<file path="src/source/mips_pkg.sv">
package mips_pkg;

    typedef logic [31:0] word_t;     // data, address or instruction
    typedef logic [4:0]  reg_idx_t;
    typedef logic [3:0]  byte_en_t;  // avalon byte lanes

    localparam word_t    reset_vector = 32'hBFC00000;
    localparam reg_idx_t v0_index     = 5'd2;
    localparam reg_idx_t ra_index     = 5'd31;  // link register for jal

    typedef enum logic [5:0] {
        op_special = 6'h00,
        op_j       = 6'h02,
        op_jal     = 6'h03,
        op_beq     = 6'h04,
        op_bne     = 6'h05,
        op_addiu   = 6'h09,
        op_slti    = 6'h0A,
        op_sltiu   = 6'h0B,
        op_andi    = 6'h0C,
        op_ori     = 6'h0D,
        op_xori    = 6'h0E,
        op_lui     = 6'h0F,
        op_lb      = 6'h20,
        op_lw      = 6'h23,
        op_lbu     = 6'h24,
        op_sb      = 6'h28,
        op_sw      = 6'h2B
    } opcode_e;

    typedef enum logic [5:0] {
        fn_sll  = 6'h00,
        fn_srl  = 6'h02,
        fn_jr   = 6'h08,
        fn_addu = 6'h21,
        fn_subu = 6'h23,
        fn_and  = 6'h24,
        fn_or   = 6'h25,
        fn_xor  = 6'h26,
        fn_slt  = 6'h2A,
        fn_sltu = 6'h2B
    } funct_e;

    typedef enum logic [3:0] {
        alu_add, alu_sub, alu_and, alu_or, alu_xor, alu_nor,
        alu_slt, alu_sltu, alu_sll, alu_srl, alu_lui
    } alu_op_e;

    typedef enum logic [2:0] {
        st_halt, st_fetch, st_decode, st_exec, st_mem
    } cpu_state_e;

    typedef struct packed {
        alu_op_e alu_op;
        logic    alu_src_imm;    // b operand is the immediate
        logic    imm_zero_ext;
        logic    reg_dst_rd;     // write rd instead of rt
        logic    link;
        logic    reg_write;
        logic    mem_read;
        logic    mem_write;
        logic    mem_byte;
        logic    load_unsigned;
        logic    branch_eq;
        logic    branch_ne;
        logic    jump;
        logic    jump_reg;
    } ctrl_t;

endpackage

</file>
<file path="src/source/alu.sv">
`timescale 1ns/100ps

module alu (
    input  mips_pkg::word_t   a,
    input  mips_pkg::word_t   b,
    input  logic [4:0]        shamt,
    input  mips_pkg::alu_op_e op,
    output mips_pkg::word_t   result,
    output logic              zero
);

    mips_pkg::word_t diff;

    assign diff = a - b;
    assign zero = (diff == '0);  // branch compare of rs and rt

    always_comb begin
        case (op)
            mips_pkg::alu_add:  result = a + b;
            mips_pkg::alu_sub:  result = diff;
            mips_pkg::alu_and:  result = a & b;
            mips_pkg::alu_or:   result = a | b;
            mips_pkg::alu_xor:  result = a ^ b;
            mips_pkg::alu_nor:  result = ~(a | b);
            mips_pkg::alu_slt: begin
                result = {31'b0, $signed(a) < $signed(b)};
            end
            mips_pkg::alu_sltu: begin
                result = {31'b0, a < b};
            end
            // shifts act on the rt operand
            mips_pkg::alu_sll:  result = b << shamt;
            mips_pkg::alu_srl:  result = b >> shamt;
            mips_pkg::alu_lui:  result = {b[15:0], 16'h0000};
            default:            result = '0;
        endcase
    end

endmodule

</file>
<file path="src/source/control_decoder.sv">
`timescale 1ns/100ps

module control_decoder (
    input  mips_pkg::word_t instr,
    output mips_pkg::ctrl_t ctrl
);

    always_comb begin
        ctrl = '0;  // unknown opcode behaves as a nop
        case (mips_pkg::opcode_e'(instr[31:26]))
            mips_pkg::op_special: begin
                ctrl.reg_dst_rd = 1'b1;
                ctrl.reg_write  = 1'b1;
                case (mips_pkg::funct_e'(instr[5:0]))
                    mips_pkg::fn_sll:  ctrl.alu_op = mips_pkg::alu_sll;
                    mips_pkg::fn_srl:  ctrl.alu_op = mips_pkg::alu_srl;
                    mips_pkg::fn_addu: ctrl.alu_op = mips_pkg::alu_add;
                    mips_pkg::fn_subu: ctrl.alu_op = mips_pkg::alu_sub;
                    mips_pkg::fn_and:  ctrl.alu_op = mips_pkg::alu_and;
                    mips_pkg::fn_or:   ctrl.alu_op = mips_pkg::alu_or;
                    mips_pkg::fn_xor:  ctrl.alu_op = mips_pkg::alu_xor;
                    mips_pkg::fn_slt:  ctrl.alu_op = mips_pkg::alu_slt;
                    mips_pkg::fn_sltu: ctrl.alu_op = mips_pkg::alu_sltu;
                    mips_pkg::fn_jr: begin
                        ctrl.reg_dst_rd = 1'b0;
                        ctrl.reg_write  = 1'b0;
                        ctrl.jump       = 1'b1;
                        ctrl.jump_reg   = 1'b1;
                    end
                    default: begin
                        ctrl.reg_dst_rd = 1'b0;
                        ctrl.reg_write  = 1'b0;
                    end
                endcase
            end
            mips_pkg::op_j: ctrl.jump = 1'b1;
            mips_pkg::op_jal: begin
                ctrl.jump      = 1'b1;
                ctrl.link      = 1'b1;  // ra gets pc plus 4
                ctrl.reg_write = 1'b1;
            end
            mips_pkg::op_beq: begin
                ctrl.alu_op    = mips_pkg::alu_sub;
                ctrl.branch_eq = 1'b1;
            end
            mips_pkg::op_bne: begin
                ctrl.alu_op    = mips_pkg::alu_sub;
                ctrl.branch_ne = 1'b1;
            end
            mips_pkg::op_addiu, mips_pkg::op_slti, mips_pkg::op_sltiu,
            mips_pkg::op_andi, mips_pkg::op_ori, mips_pkg::op_xori, mips_pkg::op_lui: begin
                ctrl.alu_src_imm = 1'b1;
                ctrl.reg_write   = 1'b1;
                case (mips_pkg::opcode_e'(instr[31:26]))
                    mips_pkg::op_slti:  ctrl.alu_op = mips_pkg::alu_slt;
                    mips_pkg::op_sltiu: ctrl.alu_op = mips_pkg::alu_sltu;
                    mips_pkg::op_andi:  ctrl.alu_op = mips_pkg::alu_and;
                    mips_pkg::op_ori:   ctrl.alu_op = mips_pkg::alu_or;
                    mips_pkg::op_xori:  ctrl.alu_op = mips_pkg::alu_xor;
                    mips_pkg::op_lui:   ctrl.alu_op = mips_pkg::alu_lui;
                    default:            ctrl.alu_op = mips_pkg::alu_add;
                endcase
                // logical immediates are zero extended
                ctrl.imm_zero_ext = (ctrl.alu_op inside {mips_pkg::alu_and,
                                     mips_pkg::alu_or, mips_pkg::alu_xor});
            end
            mips_pkg::op_lb, mips_pkg::op_lw, mips_pkg::op_lbu: begin
                ctrl.alu_src_imm   = 1'b1;  // base plus offset
                ctrl.reg_write     = 1'b1;
                ctrl.mem_read      = 1'b1;
                ctrl.mem_byte      = (instr[31:26] != mips_pkg::op_lw);
                ctrl.load_unsigned = (instr[31:26] == mips_pkg::op_lbu);
            end
            mips_pkg::op_sb, mips_pkg::op_sw: begin
                ctrl.alu_src_imm = 1'b1;
                ctrl.mem_write   = 1'b1;
                ctrl.mem_byte    = (instr[31:26] == mips_pkg::op_sb);
            end
            default: ctrl = '0;
        endcase
    end

endmodule

</file>
<file path="src/source/fetch_sequencer.sv">
`timescale 1ns/100ps

module fetch_sequencer (
    input  logic                 clk,
    input  logic                 arst_n,
    input  logic                 waitrequest,
    input  mips_pkg::word_t      readdata,
    input  mips_pkg::ctrl_t      ctrl,
    input  logic                 zero,
    input  mips_pkg::word_t      rs_data,
    output mips_pkg::cpu_state_e state,
    output mips_pkg::word_t      pc,
    output mips_pkg::word_t      instr,
    output logic                 active
);

    mips_pkg::word_t pc_plus4;
    mips_pkg::word_t branch_target;
    mips_pkg::word_t jump_target;
    mips_pkg::word_t next_pc;
    logic            branch_taken;

    assign pc_plus4      = pc + 32'd4;
    assign branch_target = pc_plus4 + {{14{instr[15]}}, instr[15:0], 2'b00};
    assign jump_target   = {pc_plus4[31:28], instr[25:0], 2'b00};
    assign branch_taken  = (ctrl.branch_eq && zero) || (ctrl.branch_ne && !zero);

    always_comb begin
        if (ctrl.jump_reg) begin
            next_pc = rs_data;
        end else if (ctrl.jump) begin
            next_pc = jump_target;
        end else if (branch_taken) begin
            next_pc = branch_target;
        end else begin
            next_pc = pc_plus4;
        end
    end

    // instruction register, loaded when the fetch read completes
    always_ff @(posedge clk) begin
        if (state == mips_pkg::st_fetch && !waitrequest) begin
            instr <= readdata;
        end
    end

    always_ff @(posedge clk or negedge arst_n) begin
        if (!arst_n) begin
            state  <= mips_pkg::st_halt;
            pc     <= mips_pkg::reset_vector;
            active <= 1'b0;
        end else begin
            case (state)
                mips_pkg::st_halt: begin
                    // pc of 0 means the program finished and the core waits for reset
                    if (pc != '0) begin
                        state  <= mips_pkg::st_fetch;
                        active <= 1'b1;
                    end
                end
                mips_pkg::st_fetch: begin
                    if (!waitrequest) state <= mips_pkg::st_decode;
                end
                mips_pkg::st_decode: state <= mips_pkg::st_exec;
                mips_pkg::st_exec: begin
                    pc <= next_pc;
                    if (next_pc == '0) begin
                        state  <= mips_pkg::st_halt;
                        active <= 1'b0;
                    end else if (ctrl.mem_read || ctrl.mem_write) begin
                        state <= mips_pkg::st_mem;
                    end else begin
                        state <= mips_pkg::st_fetch;
                    end
                end
                mips_pkg::st_mem: begin
                    if (!waitrequest) state <= mips_pkg::st_fetch;
                end
                default: state <= mips_pkg::st_halt;
            endcase
        end
    end

    // active is high exactly while the fsm is out of halt
    a_active_in_run: assert property (@(posedge clk) disable iff (!arst_n)
        active == (state != mips_pkg::st_halt));

endmodule

</file>
<file path="src/source/load_store_unit.sv">
`timescale 1ns/100ps

module load_store_unit (
    input  logic                 clk,
    input  logic                 arst_n,
    input  mips_pkg::cpu_state_e state,
    input  mips_pkg::ctrl_t      ctrl,
    input  mips_pkg::word_t      pc,
    input  mips_pkg::word_t      instr,
    input  mips_pkg::word_t      alu_result,
    input  mips_pkg::word_t      rt_data,
    input  mips_pkg::word_t      readdata,
    input  logic                 waitrequest,
    output mips_pkg::word_t      address,
    output logic                 read,
    output logic                 write,
    output mips_pkg::word_t      writedata,
    output mips_pkg::byte_en_t   byteenable,
    output mips_pkg::reg_idx_t   rd_idx,
    output logic                 write_enable,
    output mips_pkg::word_t      write_data
);

    logic            in_mem;
    logic [7:0]      load_byte;
    mips_pkg::word_t load_data;

    assign in_mem  = (state == mips_pkg::st_mem);
    assign address = in_mem ? alu_result : pc;  // data access or fetch
    assign read    = (state == mips_pkg::st_fetch) || (in_mem && ctrl.mem_read);
    assign write   = in_mem && ctrl.mem_write;

    // byte store goes out on every lane and the enable picks one
    assign writedata  = ctrl.mem_byte ? {4{rt_data[7:0]}} : rt_data;
    assign byteenable = (in_mem && ctrl.mem_byte)
                      ? mips_pkg::byte_en_t'(4'b0001 << alu_result[1:0])
                      : 4'b1111;

    assign load_byte = readdata[8*alu_result[1:0] +: 8];
    always_comb begin
        if (!ctrl.mem_byte) begin
            load_data = readdata;
        end else if (ctrl.load_unsigned) begin
            load_data = {24'h000000, load_byte};
        end else begin
            load_data = {{24{load_byte[7]}}, load_byte};  // lb
        end
    end

    always_comb begin
        if (ctrl.mem_read) write_data = load_data;
        else if (ctrl.link) write_data = pc + 32'd4;  // pc still holds jal address
        else write_data = alu_result;
    end

    assign rd_idx = ctrl.link ? mips_pkg::ra_index :
                    ctrl.reg_dst_rd ? instr[15:11] : instr[20:16];

    // alu results land at the end of exec and loads when the read completes
    assign write_enable = ctrl.reg_write &&
                          ((state == mips_pkg::st_exec && !ctrl.mem_read) ||
                           (in_mem && ctrl.mem_read && !waitrequest));

    a_no_rd_wr: assert property (@(posedge clk) disable iff (!arst_n) !(read && write));
    a_fetch_aligned: assert property (@(posedge clk) disable iff (!arst_n)
        (state == mips_pkg::st_fetch) |-> (address[1:0] == 2'b00));
    // word stores also need an aligned address
    a_wr_lanes: assert property (@(posedge clk) disable iff (!arst_n)
        write |-> (byteenable != '0) && (ctrl.mem_byte || address[1:0] == 2'b00));

endmodule

</file>
<file path="src/source/mips_cpu_bus.sv">
`timescale 1ns/100ps

module mips_cpu_bus (
    input  logic                clk,
    input  logic                arst_n,
    output logic                active,
    output mips_pkg::word_t     register_v0,
    // avalon master
    output mips_pkg::word_t     address,
    output logic                read,
    output logic                write,
    output mips_pkg::word_t     writedata,
    output mips_pkg::byte_en_t  byteenable,
    input  logic                waitrequest,
    input  mips_pkg::word_t     readdata
);

    mips_pkg::cpu_state_e state;
    mips_pkg::word_t      pc;
    mips_pkg::word_t      instr;
    mips_pkg::ctrl_t      ctrl;
    mips_pkg::word_t      rs_data;
    mips_pkg::word_t      rt_data;
    mips_pkg::word_t      imm_ext;
    mips_pkg::word_t      alu_b;
    mips_pkg::word_t      alu_result;
    logic                 zero;
    mips_pkg::reg_idx_t   rd_idx;
    logic                 write_enable;
    mips_pkg::word_t      write_data;

    fetch_sequencer u_fetch (
        .clk, .arst_n, .waitrequest, .readdata, .ctrl, .zero, .rs_data,
        .state, .pc, .instr, .active
    );

    control_decoder u_decode (.instr, .ctrl);

    register_file u_regs (
        .clk, .arst_n,
        .rs_idx(instr[25:21]), .rt_idx(instr[20:16]), .rd_idx,
        .write_enable, .write_data,
        .rs_data, .rt_data, .register_v0
    );

    // b operand is rt or the extended immediate
    assign imm_ext = ctrl.imm_zero_ext ? {16'h0000, instr[15:0]}
                                       : {{16{instr[15]}}, instr[15:0]};
    assign alu_b   = ctrl.alu_src_imm ? imm_ext : rt_data;

    alu u_alu (
        .a(rs_data), .b(alu_b), .shamt(instr[10:6]), .op(ctrl.alu_op),
        .result(alu_result), .zero
    );

    load_store_unit u_lsu (
        .clk, .arst_n, .state, .ctrl, .pc, .instr, .alu_result, .rt_data,
        .readdata, .waitrequest,
        .address, .read, .write, .writedata, .byteenable,
        .rd_idx, .write_enable, .write_data
    );

endmodule

</file>
<file path="src/source/register_file.sv">
`timescale 1ns/100ps

module register_file (
    input  logic               clk,
    input  logic               arst_n,
    input  mips_pkg::reg_idx_t rs_idx,
    input  mips_pkg::reg_idx_t rt_idx,
    input  mips_pkg::reg_idx_t rd_idx,
    input  logic               write_enable,
    input  mips_pkg::word_t    write_data,
    output mips_pkg::word_t    rs_data,
    output mips_pkg::word_t    rt_data,
    output mips_pkg::word_t    register_v0
);

    mips_pkg::word_t regs [32];

    always_ff @(posedge clk or negedge arst_n) begin
        if (!arst_n) begin
            for (int i = 0; i < 32; i++) begin
                regs[i] <= '0;
            end
        end else if (write_enable && rd_idx != '0) begin  // r0 stays zero
            regs[rd_idx] <= write_data;
        end
    end

    // asynchronous read ports
    assign rs_data     = regs[rs_idx];
    assign rt_data     = regs[rt_idx];
    assign register_v0 = regs[mips_pkg::v0_index];

endmodule
</file>
<file path="config.mk">
export PLATFORM = sky130hd
export DESIGN_NAME = mips_cpu_bus
export DESIGN_NICKNAME = d
export VERILOG_FILES = /design/src/source/mips_pkg.sv /design/src/source/alu.sv /design/src/source/control_decoder.sv /design/src/source/fetch_sequencer.sv /design/src/source/load_store_unit.sv /design/src/source/mips_cpu_bus.sv /design/src/source/register_file.sv
export SDC_FILE = /design/constraint.sdc
export NUM_CORES = 2
export LEC_CHECK = 0
export BUFFER_PORTS_ARGS = -buffer_cell sky130_fd_sc_hd__buf_2
export CAP_MARGIN = 25
export CELL_PAD_IN_SITES_DETAIL_PLACEMENT = 1
export CELL_PAD_IN_SITES_GLOBAL_PLACEMENT = 2
export CORE_MARGIN = 2
export CORE_UTILIZATION = 40
export DETAILED_ROUTE_END_ITERATION = 16
export PLACE_DENSITY_LB_ADDON = 0.08
export RECOVER_POWER = 25
export SYNTH_ARGS = -nofsm -noshare
export SYNTH_HDL_FRONTEND = slang
export SYNTH_SLANG_ARGS = --single-unit
</file>
<file path="constraint.sdc">
create_clock -name clk -period 10.7 [get_ports clk]
set_input_delay 2.14 -clock clk [delete_from_list [all_inputs] [get_ports clk]]
set_output_delay 2.14 -clock clk [all_outputs]
set_load 0.005 [all_outputs]
</file>
* Yosys cells after proc, flatten, opt, wreduce, memory -nomap -nowiden
Cells that the tools add are included.
** Word-level totals
- Flip-flop bits (word level) :: 1092
- Output and inout bits :: 103
** Cells by class
- Add/subtract/negate cells :: 4
- Order comparisons :: 6
- Equality and inequality tests :: 47
- Shifts and indexed selects :: 4
- Mux-type cells :: 52
- Bitwise logic cells :: 7
- Reductions and logical operators :: 38
** Operators with widths (number)
- bitwise mux 1024 bit :: 1
- two-way mux 32 bit :: 16
- case mux 32 bit (11 select lines) :: 1
- binary-select mux 32 bit (select 5 bit) :: 2
- demux 32 bit (select 5 bit) :: 1
- == test 6 bit, second input constant :: 12
- adder 32 bit :: 2
- zero test 32 bit :: 2
- less-than comparator 32 bit :: 2
- == test 6 x 4 -> 1 bit, second input constant :: 8
- adder 32 x 3 -> 32 bit, second input constant :: 1
- AND 32 bit :: 1
- NOT 32 bit :: 1
- bitwise OR 32 bit :: 1
- case mux 4 bit (8 select lines) :: 1
- nonzero test 32 bit :: 1
- variable part select 32 x 6 -> 8 bit :: 1
- << shifter 32 x 5 -> 32 bit :: 1
- right shift 32 x 5 -> 32 bit :: 1
- subtractor 32 bit :: 1
- XOR 32 bit :: 1
- case mux 4 bit (6 select lines) :: 1
- == test 4 x 3 -> 1 bit, second input constant :: 5
- == test 6 x 2 -> 1 bit, second input constant :: 3
- 38 further kinds :: 91

* Logic depth before layout (Yosys ltp)
- Depth in word-level cells :: 19
- Gate-level depth with buffers :: 32

* By module
From an unflattened synthesis, not the netlist that was laid out.
** Unflattened totals
- Cell total of the unflattened synthesis :: 7154
- Area, all modules :: 74016.0 um2
** By module, submodules not included
- register_file :: instances 1, cells an instance 4633, area an instance 56167.6 um2, seq. area each 25624.6 um2
- alu :: instances 1, cells an instance 1319, area an instance 8689.6 um2, seq. area each 0.0 um2
- fetch_sequencer :: instances 1, cells an instance 695, area an instance 5840.6 um2, seq. area each 1873.0 um2
- load_store_unit :: instances 1, cells an instance 379, area an instance 2443.6 um2, seq. area each 0.0 um2
- control_decoder :: instances 1, cells an instance 74, area an instance 444.2 um2, seq. area each 0.0 um2
- mips_cpu_bus :: instances 1, cells an instance 54, area an instance 430.4 um2, seq. area each 0.0 um2

* Worst setup path before layout
No wires, ideal clock.
- Kind :: register to output
- From :: register u_fetch.instr[21]
- To :: output port address[29]
- Data arrival time :: 7.001 ns
- Setup slack :: 1.559 ns
- Cell stages (with the launch flop) :: 25
- Buffers on the path :: 6
- Path through :: edfxtp_1 -> clkbuf_1 -> buf_1 -> clkbuf_1 -> buf_1 -> clkbuf_1 -> mux4_2 -> mux4_2 -> mux2i_1 -> inv_1 -> ha_1 -> buf_1 -> o21ai_0 -> nor2_1 -> o211ai_1 -> a31oi_1 -> a211oi_1 -> o41ai_1 -> a2111oi_0 -> nor3_1 -> a21oi_1 -> nor3b_1 -> a31oi_1 -> o211a_1 -> a21oi_1
** Between the ends
- Word-level cells in the longest chain between the ends :: 8
** RTL lines
- from (decl) :: line fetch_sequencer.sv:13 : output mips_pkg::word_t instr,
- from (signal assigned) :: line fetch_sequencer.sv:43 : instr <= readdata;
- NOT 5 -> 6 bit (not written as such) * :: line register_file.sv:29 : assign rs_data = regs[rs_idx];
- binary-select mux 32 bit (select 5 bit) * :: line register_file.sv:29
- two-way mux 32 bit (not written as such) * (2 in a row) :: line register_file.sv:29
- branches (longest 2 deep; another with subtractor 32 bit)
- case mux 32 bit (11 select lines) * :: line alu.sv:18 : case (op)
- two-way mux 32 bit * :: line load_store_unit.sv:29 : assign address = in_mem ? alu_result : pc;
- to (decl) :: line mips_cpu_bus.sv:9 : output mips_pkg::word_t address,
Every way passes the cells marked *. The select of a mux whose other input is x is not followed.

* Worst setup path in the final report
- From :: register u_fetch.instr[16]
- To :: output port byteenable[1]
** Between the ends
- Word-level cells in the longest chain between the ends :: 10
** RTL lines
- NOT 5 -> 6 bit (not written as such) * :: line register_file.sv:30 : assign rt_data = regs[rt_idx];
- binary-select mux 32 bit (select 5 bit) * :: line register_file.sv:30
- two-way mux 32 bit (not written as such) * (2 in a row) :: line register_file.sv:30
- two-way mux 32 bit * :: line mips_cpu_bus.sv:49 : assign alu_b = ctrl.alu_src_imm ? imm_ext : rt_data;
- branches (longest 2 deep; another with subtractor 32 bit)
- case mux 32 bit (11 select lines) * :: line alu.sv:18
- << shifter 1 x 2 -> 4 bit * :: line load_store_unit.sv:36 : ? mips_pkg::byte_en_t'(4'b0001 << alu_result[1:0])
- two-way mux 4 bit * :: line load_store_unit.sv:36
- to (decl) :: line mips_cpu_bus.sv:13 : output mips_pkg::byte_en_t byteenable,
Marks and branches as above.

==> metrics.txt <==
PortBufs=137; PD cells=118 mW/mm^2; Synth Area per Inst=10.1 um^2; initial detailed-routing violation count=5,909; kind of critical path=reg -> out; drt drc=0; layout cell share with drive strength beyond 1=21.4%; register area=0.0275 mm^2; final setup vio count=0; Clock transition at path regs=0.06 ns; post-route setup TNS=0 ns; Synth async-reset ratio=97.1%; worst hold path class=reg -> reg; Max-slew headroom=-164%; Slew @ Worst Pin=3.96 ns; Pleak=0.0333 uW; Routed WL=331 mm; Slew Limit Fails=473; DIE AREA=0.176 mm^2; vias=59,000; Post-DP Area=0.0726 mm^2; first drt pass iteration count=5; layout overhead on the synthesized area=12.0%; Worst path slowest cell=mux4_2; CP bufs+invs=5; CP startpoint=u_fetch.instr[16]; RSZ-0062 raised after global routing=no; Final Skew=0.0365 ns; failing checks=capacitance limit, slew limit; Avg Vias per Cell=6.45; most frequent cells in the layout=1,051 x dfrtp_1, 906 x nor2_1, 836 x a21oi_1; CP top delay family=compound AO/OA/AOI/OAI gates; Placer Congestion=1.03; die height=419 um; Routed Antenna Nets=0; syn nets=7,008; Crit path largest cell delay=0.58 ns; Post-CTS Setup Bufs=0; crit start category=register; Primary FF master, synth=dfrtp_1; Clock Tree Buf Depth=3; max-cap viol count=8; Synth area leaders=dfrtp_1 38%, mux4_2 21%, a21oi_1 6.1%; fin nets=6,890; total track usage=37.7%; number of synthesized flops with an enable pin=32; Synth area leader=dfrtp_1; largest net degree at the start of global routing=145; initial core utilization=40.2%; Wirelength per Cell=36.1 um; DPL Wire Length=233 mm; Final Hold Viols=0; FF+latch count, synth=1,092; H-Tree Depth=4; number of global-route vias before repair=59,800; Hold Path Origin=u_regs.regs[1018]; final non-filler cell area=0.0773 mm^2; Die Width=419 um; Worst Path Required=8.56 ns; f_max=96.4 MHz; CTS Sinks=1,092; row cnt=152; Final period util=97.0%; multi-input logic area=0.0386 mm^2; CP Cell Sequence=buf_12 > buf_16 > mux4_2 > mux2i_1 > a22o_1 > a221oi_2 > o21ai_0 > inv_1 > ha_1 > fa_1 > or2_2 > a211o_1 > o221ai_2 > o22ai_1 > o21ai_0 > a2111oi_0 > buf_4 > o211ai_1 > o2111ai_1 > nor3_4 > or2_2 > nand3_1 > buf_2; status=complete, but fails checks; CTS Buf Count=135; crit path max fanout=66; initial antenna violation count=10; # IOs=138; fin crit period=10.37 ns; # fillers=18,800; first-pass GRT wire length=468 mm; TritonCTS clock tree=done; synthesis warning total=0; critical path endpoint category=output pin; Yosys cell types=90; RR Startpoint=u_fetch.instr[22]; critical path arrival=8.23 ns; synthesized netlist cell count=6,843; commonest non-fill, non-tap cell in the layout=dfrtp_1; Yosys top cell area share=38.1%; Core ar.=0.172 mm^2; sequential area share after synthesis=39.8%; Post-Syn Area=0.0690 mm^2; # hold bufs at CTS=0; VDD IR max=0.169 mV; overflow left after global routing=0; worst skew pair latency=0.81 ns; clock root buffer=clkbuf_16
-- where the power goes --
group / internal, uW / total, uW / switching, uW / leakage, uW
clock network: 2890 / 4860 / 1970 / 0.00228
logic: 9.35 / 116 / 106 / 0.0160
registers: 4150 / 4150 / 0 / 0.0151
total: 7040 / 9130 / 2080 / 0.0333
-- routing by layer --
metal | vias to the layer above | part of all wire (%) | track usage (%)
met5 | - | 0.0097 | 0.167
met4 | 4 | 5.8 | 18.3
met3 | 611 | 6.8 | 6.82
met2 | 2246 | 45 | 58.3
met1 | 31300 | 42 | 51.0
li1 | 24900 | - | -
-- registers in the layout, summed over array words and instances, names as in the netlist --
signal,cells
u_regs.regs,992
u_fetch.instr,32
u_fetch.pc,32
u_regs.register_v0,32
u_fetch.state,3
u_fetch.active,1
-- metrics by stage --
stage	util [%]	setup WS, ns	total power, uW	hold WS (ns)	cells
global route	45.1	0.0329	9380	0.406	9141
floorplan	-	1.56	4230	0.441	6843
detailed placement	42.3	0.433	4350	0.383	8894
CTS	45.1	0.0349	9220	0.396	9135
finish	45.1	0.326	9130	0.394	9149
global placement	42.3	0.479	4340	0.376	8886
-- layout make-up --
class / count / share of cell area [%]
diodes: 10 / 0.0324
clock buffers: 194 / 5.13
clock inverters: 47 / 0.890
inverters: 135 / 0.655
multi-input cells: 4937 / 49.9
flip-flops and latches: 1092 / 35.6
well taps: 2310 / 3.74
repair buffers: 424 / 4.06
-- cells by family (layout without fill, tap and decap cells) --
family | after synthesis | after routing | share of synthesized area, %
AO/OA/AOI/OAI | 1881 | 1881 | 15.8
XOR/XNOR | 80 | 80 | 1.01
adder cells (fa/ha/maj) | 130 | 130 | 2.39
buffers and inverters | 814 | 800 | 4.90
flip-flops | 1092 | 1092 | 39.8
multiplexers | 842 | 842 | 23.9
other | 0 | 10 | 0
AND/OR/NAND/NOR | 2004 | 2004 | 12.2
-- Yosys cell counts (74+ instances only) --
cell,n
mux2i_1,111
inv_1,126
nor2_1,917
nor3_1,74
mux2_2,94
mux4_2,633
dfrtp_1,1051
clkbuf_1,470
buf_2,86
ha_1,127
nand2_1,684
o21ai_0,557
a21oi_1,840
-- worst paths after layout --
kind / depth (start not counted) / end / slack [ns]
max: 23 / byteenable[1] / 0.33
min: 0 / u_regs.regs[1018] / 0.39
max reg2reg: 24 / u_fetch.active / 0.53
min reg2reg: 0 / u_regs.regs[1018] / 0.39
max in group asynchronous: 3 / u_regs.regs[321] / 1.45
min in group asynchronous: 1 / u_regs.regs[362] / 2.72
-- repair_timing --
action,in CTS,in global routing
gates resized for setup,2,10
endpoints found under the hold margin,0,0
pin swaps,0,1
endpoints found under the setup margin,5,15
No activity file was read; power rests on OpenSTA's default activity.
